`src/logic/fp_mul_pkg.sv`:
```
package fp_mul_pkg;

    // IEEE-754 single precision field widths
    localparam int exp_w  = 8;
    localparam int frac_w = 23;

    // Full significand product, two 24-bit significands
    localparam int prod_w = 48;

    // Normalized significand: hidden bit, fraction, guard, round, sticky
    localparam int norm_w = 27;

    // Exponent bias of the single format
    localparam int exp_bias = 127;

    // All-ones exponent, shared by infinity and NaN
    localparam logic [exp_w-1:0] exp_max = 8'hff;

    // Canonical quiet NaN, every NaN result takes this word
    localparam logic [31:0] qnan = 32'h7fc00000;

    // Rounding modes as seen on the rnd_mode port
    // Unused encodings fall back to ties-to-even
    typedef enum logic [2:0] {
        rne = 3'b000,
        rtz = 3'b001,
        rdn = 3'b010,
        rup = 3'b011,
        rmm = 3'b100
    } rnd_mode_e;

    // Operand class after decode
    // Subnormals are flushed, so they land in zero
    typedef enum logic [1:0] {
        zero     = 2'd0,
        normal   = 2'd1,
        infinite = 2'd2,
        nan      = 2'd3
    } op_class_e;

endpackage

```
`src/logic/fp_mul_booth.sv`:
```
`timescale 1ns/1ps

module fp_mul_booth (
    input  logic [fp_mul_pkg::frac_w:0]   sig_a,
    input  logic [fp_mul_pkg::frac_w:0]   sig_b,
    output logic [fp_mul_pkg::prod_w-1:0] prod_full
);

    // One extra digit covers the top bit of the unsigned multiplier
    localparam int n_digits = (fp_mul_pkg::frac_w + 3) / 2;

    // Multiplier padded with a zero below bit 0 and zeros above the MSB
    localparam int pad_w = 2 * n_digits + 1;

    // Width of a signed multiple, large enough for -2a and +2a
    localparam int mult_w = fp_mul_pkg::frac_w + 3;

    logic [pad_w-1:0]              b_pad;
    logic [n_digits-1:0]           bd_neg;
    logic [n_digits-1:0]           bd_one;
    logic [n_digits-1:0]           bd_two;
    logic [fp_mul_pkg::prod_w-1:0] pp_ext [n_digits];
    logic [fp_mul_pkg::prod_w-1:0] pp_sum;

    // Implicit zero at bit -1 and zero extension on top
    assign b_pad = {{(pad_w - fp_mul_pkg::frac_w - 2){1'b0}}, sig_b, 1'b0};

    genvar gi;
    generate
        for (gi = 0; gi < n_digits; gi++) begin : g_digit
            logic [2:0]        tri_bits;
            logic [mult_w-1:0] pp_mag;
            logic [mult_w-1:0] pp_sv;

            // Overlapping triplet b[2i+1], b[2i], b[2i-1]
            assign tri_bits = b_pad[2*gi +: 3];

            // Digit decode into sign, x1 and x2 selects
            // 111 is a negative zero, treat it as plain zero
            assign bd_neg[gi] = tri_bits[2] & ~(tri_bits[1] & tri_bits[0]);
            assign bd_one[gi] = tri_bits[1] ^ tri_bits[0];
            assign bd_two[gi] = (tri_bits == 3'b011) | (tri_bits == 3'b100);

            // Magnitude of the selected multiple
            always_comb begin
                if (bd_two[gi]) begin
                    pp_mag = {1'b0, sig_a, 1'b0};
                end else if (bd_one[gi]) begin
                    pp_mag = {2'b00, sig_a};
                end else begin
                    pp_mag = '0;
                end
            end

            // Two's complement for negative digits
            assign pp_sv = bd_neg[gi] ? (~pp_mag + 1'b1) : pp_mag;

            // Sign extend to the product width and weight by 4^i
            assign pp_ext[gi] = {{(fp_mul_pkg::prod_w - mult_w){pp_sv[mult_w-1]}}, pp_sv}
                                << (2 * gi);
        end
    endgenerate

    // Sum of the partial products
    // Result is non-negative and fits, so the modulo sum is exact
    always_comb begin
        pp_sum = '0;
        for (int i = 0; i < n_digits; i++) begin
            pp_sum = pp_sum + pp_ext[i];
        end
    end

    assign prod_full = pp_sum;

endmodule

```
`src/logic/fp_mul_exp.sv`:
```
`timescale 1ns/1ps

module fp_mul_exp (
    input  logic [31:0]                   op_x,
    input  logic [31:0]                   op_y,
    output fp_mul_pkg::op_class_e         class_x,
    output fp_mul_pkg::op_class_e         class_y,
    input  logic [fp_mul_pkg::exp_w-1:0]  exp_x,
    input  logic [fp_mul_pkg::exp_w-1:0]  exp_y,
    input  fp_mul_pkg::op_class_e         cls_x_r,
    input  fp_mul_pkg::op_class_e         cls_y_r,
    input  logic                          sign,
    input  logic                          norm_n,
    input  logic                          norm_r,
    input  logic [fp_mul_pkg::frac_w-1:0] frac_rnd,
    output logic [31:0]                   res,
    output logic                          ovrf,
    output logic                          udrf,
    output logic                          zer,
    output logic                          inf,
    output logic                          nan
);

    // Two spare bits hold the sum of two exponents plus both carries
    localparam int sum_w = fp_mul_pkg::exp_w + 2;

    // Biased limits expressed before the bias is removed
    localparam logic [sum_w-1:0] ovf_lim = sum_w'(255 + fp_mul_pkg::exp_bias);
    localparam logic [sum_w-1:0] udf_lim = sum_w'(fp_mul_pkg::exp_bias);

    logic [sum_w-1:0]               exp_raw;
    logic [fp_mul_pkg::exp_w-1:0]   exp_res;
    logic                           both_normal;
    logic                           any_nan;
    logic                           any_inf;
    logic                           any_zero;

    // Operand decode, subnormals count as zero
    function automatic fp_mul_pkg::op_class_e classify(input logic [31:0] op);
        logic [fp_mul_pkg::exp_w-1:0]  e;
        logic [fp_mul_pkg::frac_w-1:0] f;
        e = op[30:23];
        f = op[22:0];
        if (e == '0) begin
            return fp_mul_pkg::zero;
        end else if (e == fp_mul_pkg::exp_max) begin
            return (f == '0) ? fp_mul_pkg::infinite : fp_mul_pkg::nan;
        end
        return fp_mul_pkg::normal;
    endfunction

    // Stage 1 side, raw operands
    assign class_x = classify(op_x);
    assign class_y = classify(op_y);

    // Stage 2 side, exponent sum with the normalize and round carries
    assign exp_raw = {2'b00, exp_x} + {2'b00, exp_y}
                   + {{(sum_w - 1){1'b0}}, norm_n} + {{(sum_w - 1){1'b0}}, norm_r};
    assign exp_res = exp_raw[fp_mul_pkg::exp_w-1:0] - fp_mul_pkg::exp_w'(fp_mul_pkg::exp_bias);

    // Range checks only make sense for two finite nonzero operands
    assign both_normal = (cls_x_r == fp_mul_pkg::normal) && (cls_y_r == fp_mul_pkg::normal);
    assign ovrf        = both_normal && (exp_raw >= ovf_lim);
    assign udrf        = both_normal && (exp_raw <= udf_lim);

    assign any_nan  = (cls_x_r == fp_mul_pkg::nan) || (cls_y_r == fp_mul_pkg::nan);
    assign any_inf  = (cls_x_r == fp_mul_pkg::infinite) || (cls_y_r == fp_mul_pkg::infinite);
    assign any_zero = (cls_x_r == fp_mul_pkg::zero) || (cls_y_r == fp_mul_pkg::zero);

    // Flag precedence: NaN, then infinity, then zero
    // Infinity times zero is invalid and gives NaN
    assign nan = any_nan || (any_inf && any_zero);
    assign inf = !nan && (any_inf || ovrf);
    assign zer = !nan && !inf && (any_zero || udrf);

    // Final word
    always_comb begin
        if (nan) begin
            res = fp_mul_pkg::qnan;
        end else if (inf) begin
            res = {sign, fp_mul_pkg::exp_max, {fp_mul_pkg::frac_w{1'b0}}};
        end else if (zer) begin
            res = {sign, 31'b0};
        end else begin
            res = {sign, exp_res, frac_rnd};
        end
    end

endmodule

```
`src/logic/fp_mul_norm.sv`:
```
`timescale 1ns/1ps

module fp_mul_norm (
    input  logic [fp_mul_pkg::prod_w-1:0] prod_full,
    output logic [fp_mul_pkg::norm_w-1:0] frac_norm,
    output logic                          norm_n
);

    // Bits kept above the sticky: hidden, fraction, guard, round
    localparam int keep_w = fp_mul_pkg::norm_w - 1;

    // Bits folded into the sticky
    localparam int drop_w = fp_mul_pkg::prod_w - keep_w;

    logic [fp_mul_pkg::prod_w-1:0] prod_al;
    logic                          sticky;

    // Product of two values in [1,2) lies in [1,4)
    // MSB set means the product is in [2,4) and the exponent grows by one
    assign norm_n = prod_full[fp_mul_pkg::prod_w-1];

    // Align the leading one to bit 47
    assign prod_al = norm_n ? prod_full
                            : {prod_full[fp_mul_pkg::prod_w-2:0], 1'b0};

    // Anything below the round bit only matters as nonzero or not
    assign sticky = |prod_al[drop_w-1:0];

    assign frac_norm = {prod_al[fp_mul_pkg::prod_w-1 -: keep_w], sticky};

endmodule

```
`src/logic/fp_mul_round.sv`:
```
`timescale 1ns/1ps

module fp_mul_round (
    input  logic [fp_mul_pkg::norm_w-1:0] frac_norm,
    input  logic                          sign,
    input  fp_mul_pkg::rnd_mode_e         rnd_mode,
    output logic [fp_mul_pkg::frac_w-1:0] frac_rnd,
    output logic                          norm_r
);

    logic [fp_mul_pkg::frac_w:0]   sig_trunc;
    logic [fp_mul_pkg::frac_w+1:0] sig_inc;
    logic                          lsb;
    logic                          guard;
    logic                          rs_any;
    logic                          inexact;
    logic                          inc;

    // Hidden bit plus fraction, guard and sticky dropped
    assign sig_trunc = frac_norm[fp_mul_pkg::norm_w-1:3];

    // Fraction LSB decides ties in ties-to-even
    assign lsb   = frac_norm[3];
    assign guard = frac_norm[2];

    // Round and sticky bits act as one sticky
    assign rs_any  = |frac_norm[1:0];
    assign inexact = guard | rs_any;

    // Increment decision
    always_comb begin
        case (rnd_mode)
            fp_mul_pkg::rtz: begin
                inc = 1'b0;
            end
            fp_mul_pkg::rdn: begin
                // Away from zero only for negative results
                inc = sign & inexact;
            end
            fp_mul_pkg::rup: begin
                inc = ~sign & inexact;
            end
            fp_mul_pkg::rmm: begin
                // Ties go away from zero
                inc = guard;
            end
            default: begin
                // Ties to even, also for unused encodings
                inc = guard & (rs_any | lsb);
            end
        endcase
    end

    // One extra bit catches the carry out of the 24-bit significand
    assign sig_inc = {1'b0, sig_trunc} + {{(fp_mul_pkg::frac_w + 1){1'b0}}, inc};

    // Carry means 1.111..1 rolled over to 10.000..0
    assign norm_r = sig_inc[fp_mul_pkg::frac_w+1];

    // Fraction bits are all zero on carry
    assign frac_rnd = sig_inc[fp_mul_pkg::frac_w-1:0];

endmodule

```
`src/logic/fp_mul_top.sv`:
```
`timescale 1ns/1ps

module fp_mul_top (
    input  logic                  clk,
    input  logic                  rst_n,
    input  logic                  in_valid,
    input  logic [31:0]           op_x,
    input  logic [31:0]           op_y,
    input  fp_mul_pkg::rnd_mode_e rnd_mode,
    output logic                  out_valid,
    output logic [31:0]           res_z,
    output logic                  flag_ovrf,
    output logic                  flag_udrf,
    output logic                  flag_zer,
    output logic                  flag_inf,
    output logic                  flag_nan
);

    // Stage 1 registers and the Booth product
    logic                          s1_valid;
    logic [31:0]                   s1_op_x;
    logic [31:0]                   s1_op_y;
    fp_mul_pkg::rnd_mode_e         s1_rnd_mode;
    logic                          s1_sign;
    logic [fp_mul_pkg::frac_w:0]   s1_sig_x;
    logic [fp_mul_pkg::frac_w:0]   s1_sig_y;
    logic [fp_mul_pkg::prod_w-1:0] s1_prod_full;
    fp_mul_pkg::op_class_e         s1_cls_x;
    fp_mul_pkg::op_class_e         s1_cls_y;

    // Stage 2 registers and the combinational result
    logic                          s2_valid;
    logic [fp_mul_pkg::prod_w-1:0] s2_prod_full;
    logic                          s2_sign;
    logic [fp_mul_pkg::exp_w-1:0]  s2_exp_x;
    logic [fp_mul_pkg::exp_w-1:0]  s2_exp_y;
    fp_mul_pkg::rnd_mode_e         s2_rnd_mode;
    fp_mul_pkg::op_class_e         s2_cls_x;
    fp_mul_pkg::op_class_e         s2_cls_y;
    logic [fp_mul_pkg::norm_w-1:0] s2_frac_norm;
    logic                          s2_norm_n;
    logic                          s2_norm_r;
    logic [fp_mul_pkg::frac_w-1:0] s2_frac_rnd;
    logic [31:0]                   s2_res;
    logic                          s2_ovrf;
    logic                          s2_udrf;
    logic                          s2_zer;
    logic                          s2_inf;
    logic                          s2_nan;

    // Input capture
    always_ff @(posedge clk or negedge rst_n) begin
        if (!rst_n) begin
            s1_valid    <= 1'b0;
            s1_op_x     <= '0;
            s1_op_y     <= '0;
            s1_rnd_mode <= fp_mul_pkg::rne;
        end else begin
            s1_valid    <= in_valid;
            s1_op_x     <= op_x;
            s1_op_y     <= op_y;
            s1_rnd_mode <= rnd_mode;
        end
    end

    assign s1_sign = s1_op_x[31] ^ s1_op_y[31];

    // Hidden bit drops out for a zero exponent, subnormals flush
    assign s1_sig_x = {|s1_op_x[30:23], s1_op_x[22:0]};
    assign s1_sig_y = {|s1_op_y[30:23], s1_op_y[22:0]};

    fp_mul_booth u_booth (
        .sig_a     (s1_sig_x),
        .sig_b     (s1_sig_y),
        .prod_full (s1_prod_full)
    );

    // Product, exponents and classes cross into stage 2
    always_ff @(posedge clk or negedge rst_n) begin
        if (!rst_n) begin
            s2_valid     <= 1'b0;
            s2_prod_full <= '0;
            s2_sign      <= 1'b0;
            s2_exp_x     <= '0;
            s2_exp_y     <= '0;
            s2_rnd_mode  <= fp_mul_pkg::rne;
            s2_cls_x     <= fp_mul_pkg::zero;
            s2_cls_y     <= fp_mul_pkg::zero;
        end else begin
            s2_valid     <= s1_valid;
            s2_prod_full <= s1_prod_full;
            s2_sign      <= s1_sign;
            s2_exp_x     <= s1_op_x[30:23];
            s2_exp_y     <= s1_op_y[30:23];
            s2_rnd_mode  <= s1_rnd_mode;
            s2_cls_x     <= s1_cls_x;
            s2_cls_y     <= s1_cls_y;
        end
    end

    fp_mul_norm u_norm (
        .prod_full (s2_prod_full),
        .frac_norm (s2_frac_norm),
        .norm_n    (s2_norm_n)
    );

    fp_mul_round u_round (
        .frac_norm (s2_frac_norm),
        .sign      (s2_sign),
        .rnd_mode  (s2_rnd_mode),
        .frac_rnd  (s2_frac_rnd),
        .norm_r    (s2_norm_r)
    );

    // Classification runs on stage 1, packing on stage 2
    fp_mul_exp u_exp (
        .op_x     (s1_op_x),
        .op_y     (s1_op_y),
        .class_x  (s1_cls_x),
        .class_y  (s1_cls_y),
        .exp_x    (s2_exp_x),
        .exp_y    (s2_exp_y),
        .cls_x_r  (s2_cls_x),
        .cls_y_r  (s2_cls_y),
        .sign     (s2_sign),
        .norm_n   (s2_norm_n),
        .norm_r   (s2_norm_r),
        .frac_rnd (s2_frac_rnd),
        .res      (s2_res),
        .ovrf     (s2_ovrf),
        .udrf     (s2_udrf),
        .zer      (s2_zer),
        .inf      (s2_inf),
        .nan      (s2_nan)
    );

    // Output registers
    always_ff @(posedge clk or negedge rst_n) begin
        if (!rst_n) begin
            out_valid <= 1'b0;
            res_z     <= '0;
            flag_ovrf <= 1'b0;
            flag_udrf <= 1'b0;
            flag_zer  <= 1'b0;
            flag_inf  <= 1'b0;
            flag_nan  <= 1'b0;
        end else begin
            out_valid <= s2_valid;
            res_z     <= s2_res;
            flag_ovrf <= s2_ovrf;
            flag_udrf <= s2_udrf;
            flag_zer  <= s2_zer;
            flag_inf  <= s2_inf;
            flag_nan  <= s2_nan;
        end
    end

endmodule

```
`config.mk`:
```
export PLATFORM = sky130hd
export DESIGN_NAME = fp_mul_top
export DESIGN_NICKNAME = d
export VERILOG_FILES = /design/src/logic/fp_mul_pkg.sv /design/src/logic/fp_mul_booth.sv /design/src/logic/fp_mul_exp.sv /design/src/logic/fp_mul_norm.sv /design/src/logic/fp_mul_round.sv /design/src/logic/fp_mul_top.sv
export SDC_FILE = /design/constraint.sdc
export NUM_CORES = 1
export LEC_CHECK = 0
export ABC_AREA = 1
export BUFFER_PORTS_ARGS = -buffer_cell sky130_fd_sc_hd__clkbuf_2
export CORE_ASPECT_RATIO = 1.1
export CORE_UTILIZATION = 28
export CTS_BUF_LIST = sky130_fd_sc_hd__clkbuf_4 sky130_fd_sc_hd__clkbuf_8
export DETAILED_ROUTE_END_ITERATION = 8
export GPL_ROUTABILITY_DRIVEN = 0
export PLACE_DENSITY = 0.48
export SLEW_MARGIN = 20
export SYNTH_ARGS = -nofsm -noshare
export SYNTH_HDL_FRONTEND = slang
export SYNTH_SLANG_ARGS = --single-unit
```
`constraint.sdc`:
```
create_clock -name clk -period 8.4 [get_ports clk]
set_input_delay 0 -clock clk [delete_from_list [all_inputs] [get_ports clk]]
set_output_delay 0 -clock clk [all_outputs]
set_load 0.005 [all_outputs]
```
==> results.md, run 1 <==
- Status: finished, final reports clean
- Avg Cell Area, Syn: 7.43 um2
- Net count after synthesis: 4357
- Fmax: 0.121 GHz
- Post-synthesis async set-or-reset flop share: 1.00
- Initial antenna violation count: 2
- DIE HEIGHT: 337 um
- Core area: 101000 um2
- Mapped Area: 28500 um2
- Clk root buf: clkbuf_8
- Seq cells post-synth: 179
- RSZ-0062 raised after global routing: yes
- NumNets Final: 4799
- Critical path endpoint category: flop
- Clock period minus worst slack: 8260 ps
- Crit path max-delay cell type: fa_2
- Worst-Margin Slew: 1120 ps
- WL final: 95900 um
- Number of enable flip-flop cells after synthesis: 0
- Hold Violations, Final: 0
- Worst Path Buf+Inv: 9
- Cts bufs inserted: 17
- Layout cell share with drive strength beyond 1: 0.190
- Routed vias/inst: 4.76
- DR pass1 iterations: 5
- CP required: 8880 ps
- DR DRC count: 0
- Crit share post-route: 0.984
- Hold Slack: 47.8 ps
- CP Class: reg2reg
- CP top delay family: adder cells
- CTS tree: yes
- Pre-CTS setup slack: -270 ps
- Vias after detailed routing: 26600
- First-iteration detailed-routing DRC count: 1981
- Fin. max-slew vios: 0
- Gr ovfl total: 0
- Post-DRT Antenna Nets: 0
- Mapped Cells: 3835
- Yosys warns: 0
- Area grow syn2layout: 24.2%
- Initial Util: 0.283
- Port-buffer cells: 107
- Setup Skew: 28.2 ps
- Max clock buf depth: 2
- Worst slew margin: 0.248
- Clock slew at reported path FFs: 130 ps
- First-pass GRT wire length: 149000 um
- Max Cap Violations: 0
- Crit Path Max Fanout: 6
- Vias in the first global route: 26900
- Sequential fraction of the synthesis area: 0.157
- Largest stage delay, worst path: 580 ps
- Critical path arrival: 8740 ps
- H-Tree Level Count: 4
- Core Rows: 122
- I/O pin total: 108
- Pin count of the biggest net entering global routing: 71
- Distinct cells, synth: 56
- Die area: 103000 um2
- Detailed placer's ending HPWL: 79600 um
- Final setup viols: 0
- Total GRT Usage: 0.186
- HP Class: in2reg
- Latest clock arrival within the worst-skew pair: 590 ps
- Clock sinks: 179
- Startpoint types: flop
- Worst setup margin: 136 ps
- Die W: 306 um
- Main synth FF type: dfrtp_1
- Routed len/inst: 17.1 um
[synthesized netlist by cell type, drive strengths merged, types with 2 or more instances]
library cell    n  area share
ha            170       0.075
o21a            9      0.0024
a211oi          2     0.00053
buf            71       0.015
a31oi          40      0.0088
xnor2         138       0.042
nor3           47       0.010
or2            18      0.0040
a21oi         126       0.022
dfrtp         179        0.16
o41ai           3     0.00092
nand2         608       0.086
a21o           13      0.0034
o21bai          3     0.00079
clkbuf         61      0.0080
nand4          50       0.011
nor2          471       0.064
clkinv         14      0.0018
nand3b          6      0.0016
o2111ai         2     0.00062
nand3         101       0.018
o21ai         157       0.029
nor4           28      0.0061
o31ai          16      0.0051
o221ai          5      0.0015
a21boi          3     0.00079
inv           718       0.095
fa            282        0.20
o211ai          4      0.0011
o22ai         254       0.056
xor2          225       0.069
mux2i           7      0.0025
[kinds of logic (layout without fill, tap and decap cells)]
group | Yosys count | in the layout | synth area share
and+or+nand+nor | 1331 | 1331 | 0.202
buffers and inverters | 864 | 1319 | 0.120
AOI/OAI and AO/OA | 639 | 639 | 0.134
adders and majority gates | 452 | 452 | 0.273
xor gates and xnor gates | 363 | 363 | 0.112
DFF | 179 | 179 | 0.157
muxes | 7 | 7 | 0.00246
other | 0 | 1 | 0
[registers in the layout, summed over array words and instances, names as in the netlist, 2 cells and up]
signal / cells
s1_rnd_mode: 3
s2_rnd_mode: 3
s1_op_y: 32
s2_cls_x: 2
s2_prod_full: 48
s2_cls_y: 2
s2_exp_x: 8
s2_exp_y: 8
res_z: 32
s1_op_x: 32
[worst paths after layout]
check / startpoint / endpoint / slack [ps] / cells after the start
min in group asynchronous: rst_n / s2_prod_full[12] / 520 / 4
max reg2reg: s1_op_y[2] / s2_prod_full[43] / 140 / 46
max: s1_op_y[2] / s2_prod_full[43] / 140 / 46
max in group asynchronous: rst_n / s2_exp_y[3] / 7010 / 4
min reg2reg: s1_rnd_mode[2] / s2_rnd_mode[2] / 360 / 0
min: op_y[18] / s1_op_y[18] / 50 / 2
[per-stage QoR]
stage	util	std cells	area (um2)	setup TNS, ps
after floorplan	-	3835	28500	0
after global placement	0.324	5449	32600	-811
after detailed placement	0.324	5449	32600	-2020
after CTS	0.341	5576	34300	0
after global routing	0.351	5593	35400	-1920
final	0.351	5593	35400	0
[placed cells by master (no fill, tap or decap), types with 9 or more instances in the layout]
master         synthesis  routed
o31ai_1               13      12
a21o_1                13      13
dfrtp_1              179     179
nand2_1              569     532
a31oi_1               40      34
or2_2                 16      15
clkbuf_8               0      18
clkbuf_2               0     106
a21oi_1              126     101
fa_2                   0      24
xor2_1               225     223
o21ai_1               18      27
o21ai_0              129     113
dlygate4sd3_1          0      90
a21oi_2                0      19
nand4_1               50      50
nand3_1               98      90
nor2_2                 9      27
clkinv_1              14      14
nor3_2                10      12
ha_4                   0      27
nor2_4                 6      16
buf_4                 11     344
inv_1                707     689
o21ai_2                8      14
xnor2_1              138     135
nand2_4               13      22
fa_1                 282     258
nand2_2               26      53
o22ai_1              253     249
nor3_1                36      33
nor2_1               456     428
inv_2                 11      28
nand3_2                3      10
ha_1                 170     140
o21a_1                 9       9
nor4_1                28      24
[per-layer routing]
layer  GRT usage  vias to the layer above  part of all wire
met5           0                        -           0.00015
met4      0.0540                        2             0.024
met3      0.0217                       94             0.049
met2       0.321                      736              0.47
met1       0.244                    12700              0.45
li1            -                    13100                 -
[timing repair]
item / in CTS / in global routing
gates cloned: 1 / 0
setup endpoints to repair: 15 / 26
gates resized for setup: 57 / 216
pin swaps: 59 / 155
hold buffers: 90 / 1
hold endpoints to repair: 120 / 2
buffers inserted: 4 / 16
[cell type report]
class                   count  area [um2]
clock inverters            15         213
repair buffers            555        4290
well taps                1302        1630
fillers                 10700       65400
inverters                 732        2750
diodes                      1        2.50
clock buffers              17         234
multi-input cells        2792       21800
flip-flops and latches    179        4480
Power of run 1 is not shown: default switching activity piles up to over one toggle a cycle in this logic, so the estimate is an artifact.
==> inputs of run 2 (changes only) <==
--- a/config.mk
+++ b/config.mk
@@ -8,11 +8,11 @@
 export ABC_AREA = 1
 export BUFFER_PORTS_ARGS = -buffer_cell sky130_fd_sc_hd__clkbuf_2
 export CORE_ASPECT_RATIO = 1.1
-export CORE_UTILIZATION = 28
+export CORE_UTILIZATION = 60
 export CTS_BUF_LIST = sky130_fd_sc_hd__clkbuf_4 sky130_fd_sc_hd__clkbuf_8
 export DETAILED_ROUTE_END_ITERATION = 8
 export GPL_ROUTABILITY_DRIVEN = 0
-export PLACE_DENSITY = 0.48
+export PLACE_DENSITY = 0.85
 export SLEW_MARGIN = 20
 export SYNTH_ARGS = -nofsm -noshare
 export SYNTH_HDL_FRONTEND = slang
==> run 2 against run 1 <==
  * Setup slack got worse by 340 ps
  * The flow now finishes with violations (setup timing)
  * Count of clock-buffer cells in the layout stayed put
  * Sequential share of layout area grew 1.1 points
  * Largest cell class unchanged
  * Critical path depth up 3
==> results.md, run 2 (synthesized netlist as in run 1, its figures left out) <==
- Final instance area: 32500 um2
- Port-buffer cells: 107
- Top reg by flops: s2_prod_full
- NumNets Final: 4571
- CP required: 8920 ps
- Routed vias/inst: 5.93
- Most frequent cells in the layout: inv_1 (698), nand2_1 (538), nor2_1 (432), fa_1 (270), o22ai_1 (245)
- Largest stage delay, worst path: 530 ps
- Status: finished, violations left
- Setup Skew: 26.9 ps
- HP Class: in2async
- Die area: 48300 um2
- Latest clock arrival within the worst-skew pair: 590 ps
- Clock sinks: 179
- Hold Violations, Final: 0
- Hold Slack: 20.8 ps
- Critical path arrival: 9120 ps
- Gr ovfl total: 0
- Area grow syn2layout: 14.0%
- Vias after detailed routing: 27600
- Clock period minus worst slack: 8600 ps
- Routed len/inst: 18.6 um
- Layout cell share with drive strength beyond 1: 0.144
- Startpoint types: flop
- Die W: 210 um
- H-Tree Level Count: 4
- Most common cell after layout, fill and taps aside: inv_1
- Initial antenna violation count: 0
- CP Class: reg2reg
- Max reg flops: 48
- First-iteration detailed-routing DRC count: 3299
- Core area: 46700 um2
- Pin count of the biggest net entering global routing: 120
- Final setup viols: 12
- First-pass GRT wire length: 132000 um
- DIE HEIGHT: 231 um
- WL final: 86400 um
- Max Cap Violations: 0
- Fin. max-slew vios: 0
- Worst setup margin: -204 ps
- Setup TNS: -1040 ps
- Crit share post-route: 1.02
- Clock slew at reported path FFs: 120 ps
- I/O pin total: 108
- Critical path endpoint category: flop
- Failing checks: setup timing
- Post-DRT Antenna Nets: 0
- Max clock buf depth: 2
- Crit path max-delay cell type: fa_1
- CTS tree: yes
- DR pass1 iterations: 9
- Detailed placer's ending HPWL: 65400 um
- Worst-Margin Slew: 1160 ps
- Clk root buf: clkbuf_8
- Worst slew margin: 0.221
- Placed inst area: 30100 um2
- DR DRC count: 0
- RSZ-0062 raised after global routing: yes
- Initial Util: 0.610
- Cts bufs inserted: 17
- Total GRT Usage: 0.344
- Vias in the first global route: 26800
- Crit path top cell by count: nand2_1
- Crit Path Max Fanout: 5
- Fmax: 0.116 GHz
- Core Rows: 83
## run 2: final timing paths
kind	from	to	slack (ps)	cells past startpoint
max in group asynchronous	rst_n	s1_op_x[16]	6990	3
setup reg to reg	s1_op_y[1]	s2_prod_full[43]	-200	49
hold / removal	rst_n	out_valid	20	2
min in group clk	op_x[4]	s1_op_x[4]	40	2
setup / recovery	s1_op_y[1]	s2_prod_full[43]	-200	49
hold reg to reg	s1_rnd_mode[2]	s2_rnd_mode[2]	360	0
## run 2: per-stage QoR
| stage | cells | util | setup slack (ps) |
|---|---|---|---|
| global placement | 4523 | 0.643 | -168 |
| floorplan | 3835 | - | 9.15 |
| finish | 4658 | 0.695 | -204 |
| global route | 4657 | 0.695 | -574 |
| detailed placement | 4523 | 0.643 | -513 |
| CTS | 4632 | 0.672 | 0.139 |
## run 2: what timing repair did
item                                    CTS  global route
endpoints found under the setup margin   15            24
hold endpoints to repair                186             0
hold buffers                             69             0
pin swaps                                28           103
resized for setup                        40           191
setup buffers                             8            25
gates cloned                              0             1
## run 2: area by class of cell
class,instances,area [um2]
clock buffer,17,234
inverter,732,2750
clock inverter,15,186
tap,595,744
antenna,1,2.50
fill,3558,14200
timing repair buffer,327,2440
multi-input combinational,2792,21600
sequential,179,4480
## run 2: layer usage
metal  track usage  share of wire
met4         0.169          0.059
met1         0.405           0.37
met2         0.580           0.46
met5        0.0152         0.0012
met3        0.0909           0.11
## run 2: worst max-delay path: cells and delay by family (launching register included)
kind | cells | cell delay (ps)
adders and majority gates | 9 | 3310
and+or+nand+nor | 23 | 2620
AOI/OAI and AO/OA | 8 | 1260
buffers and inverters | 7 | 580
DFF | 1 | 430
xor gates and xnor gates | 2 | 350
Power of run 2 is left out for the same reason.
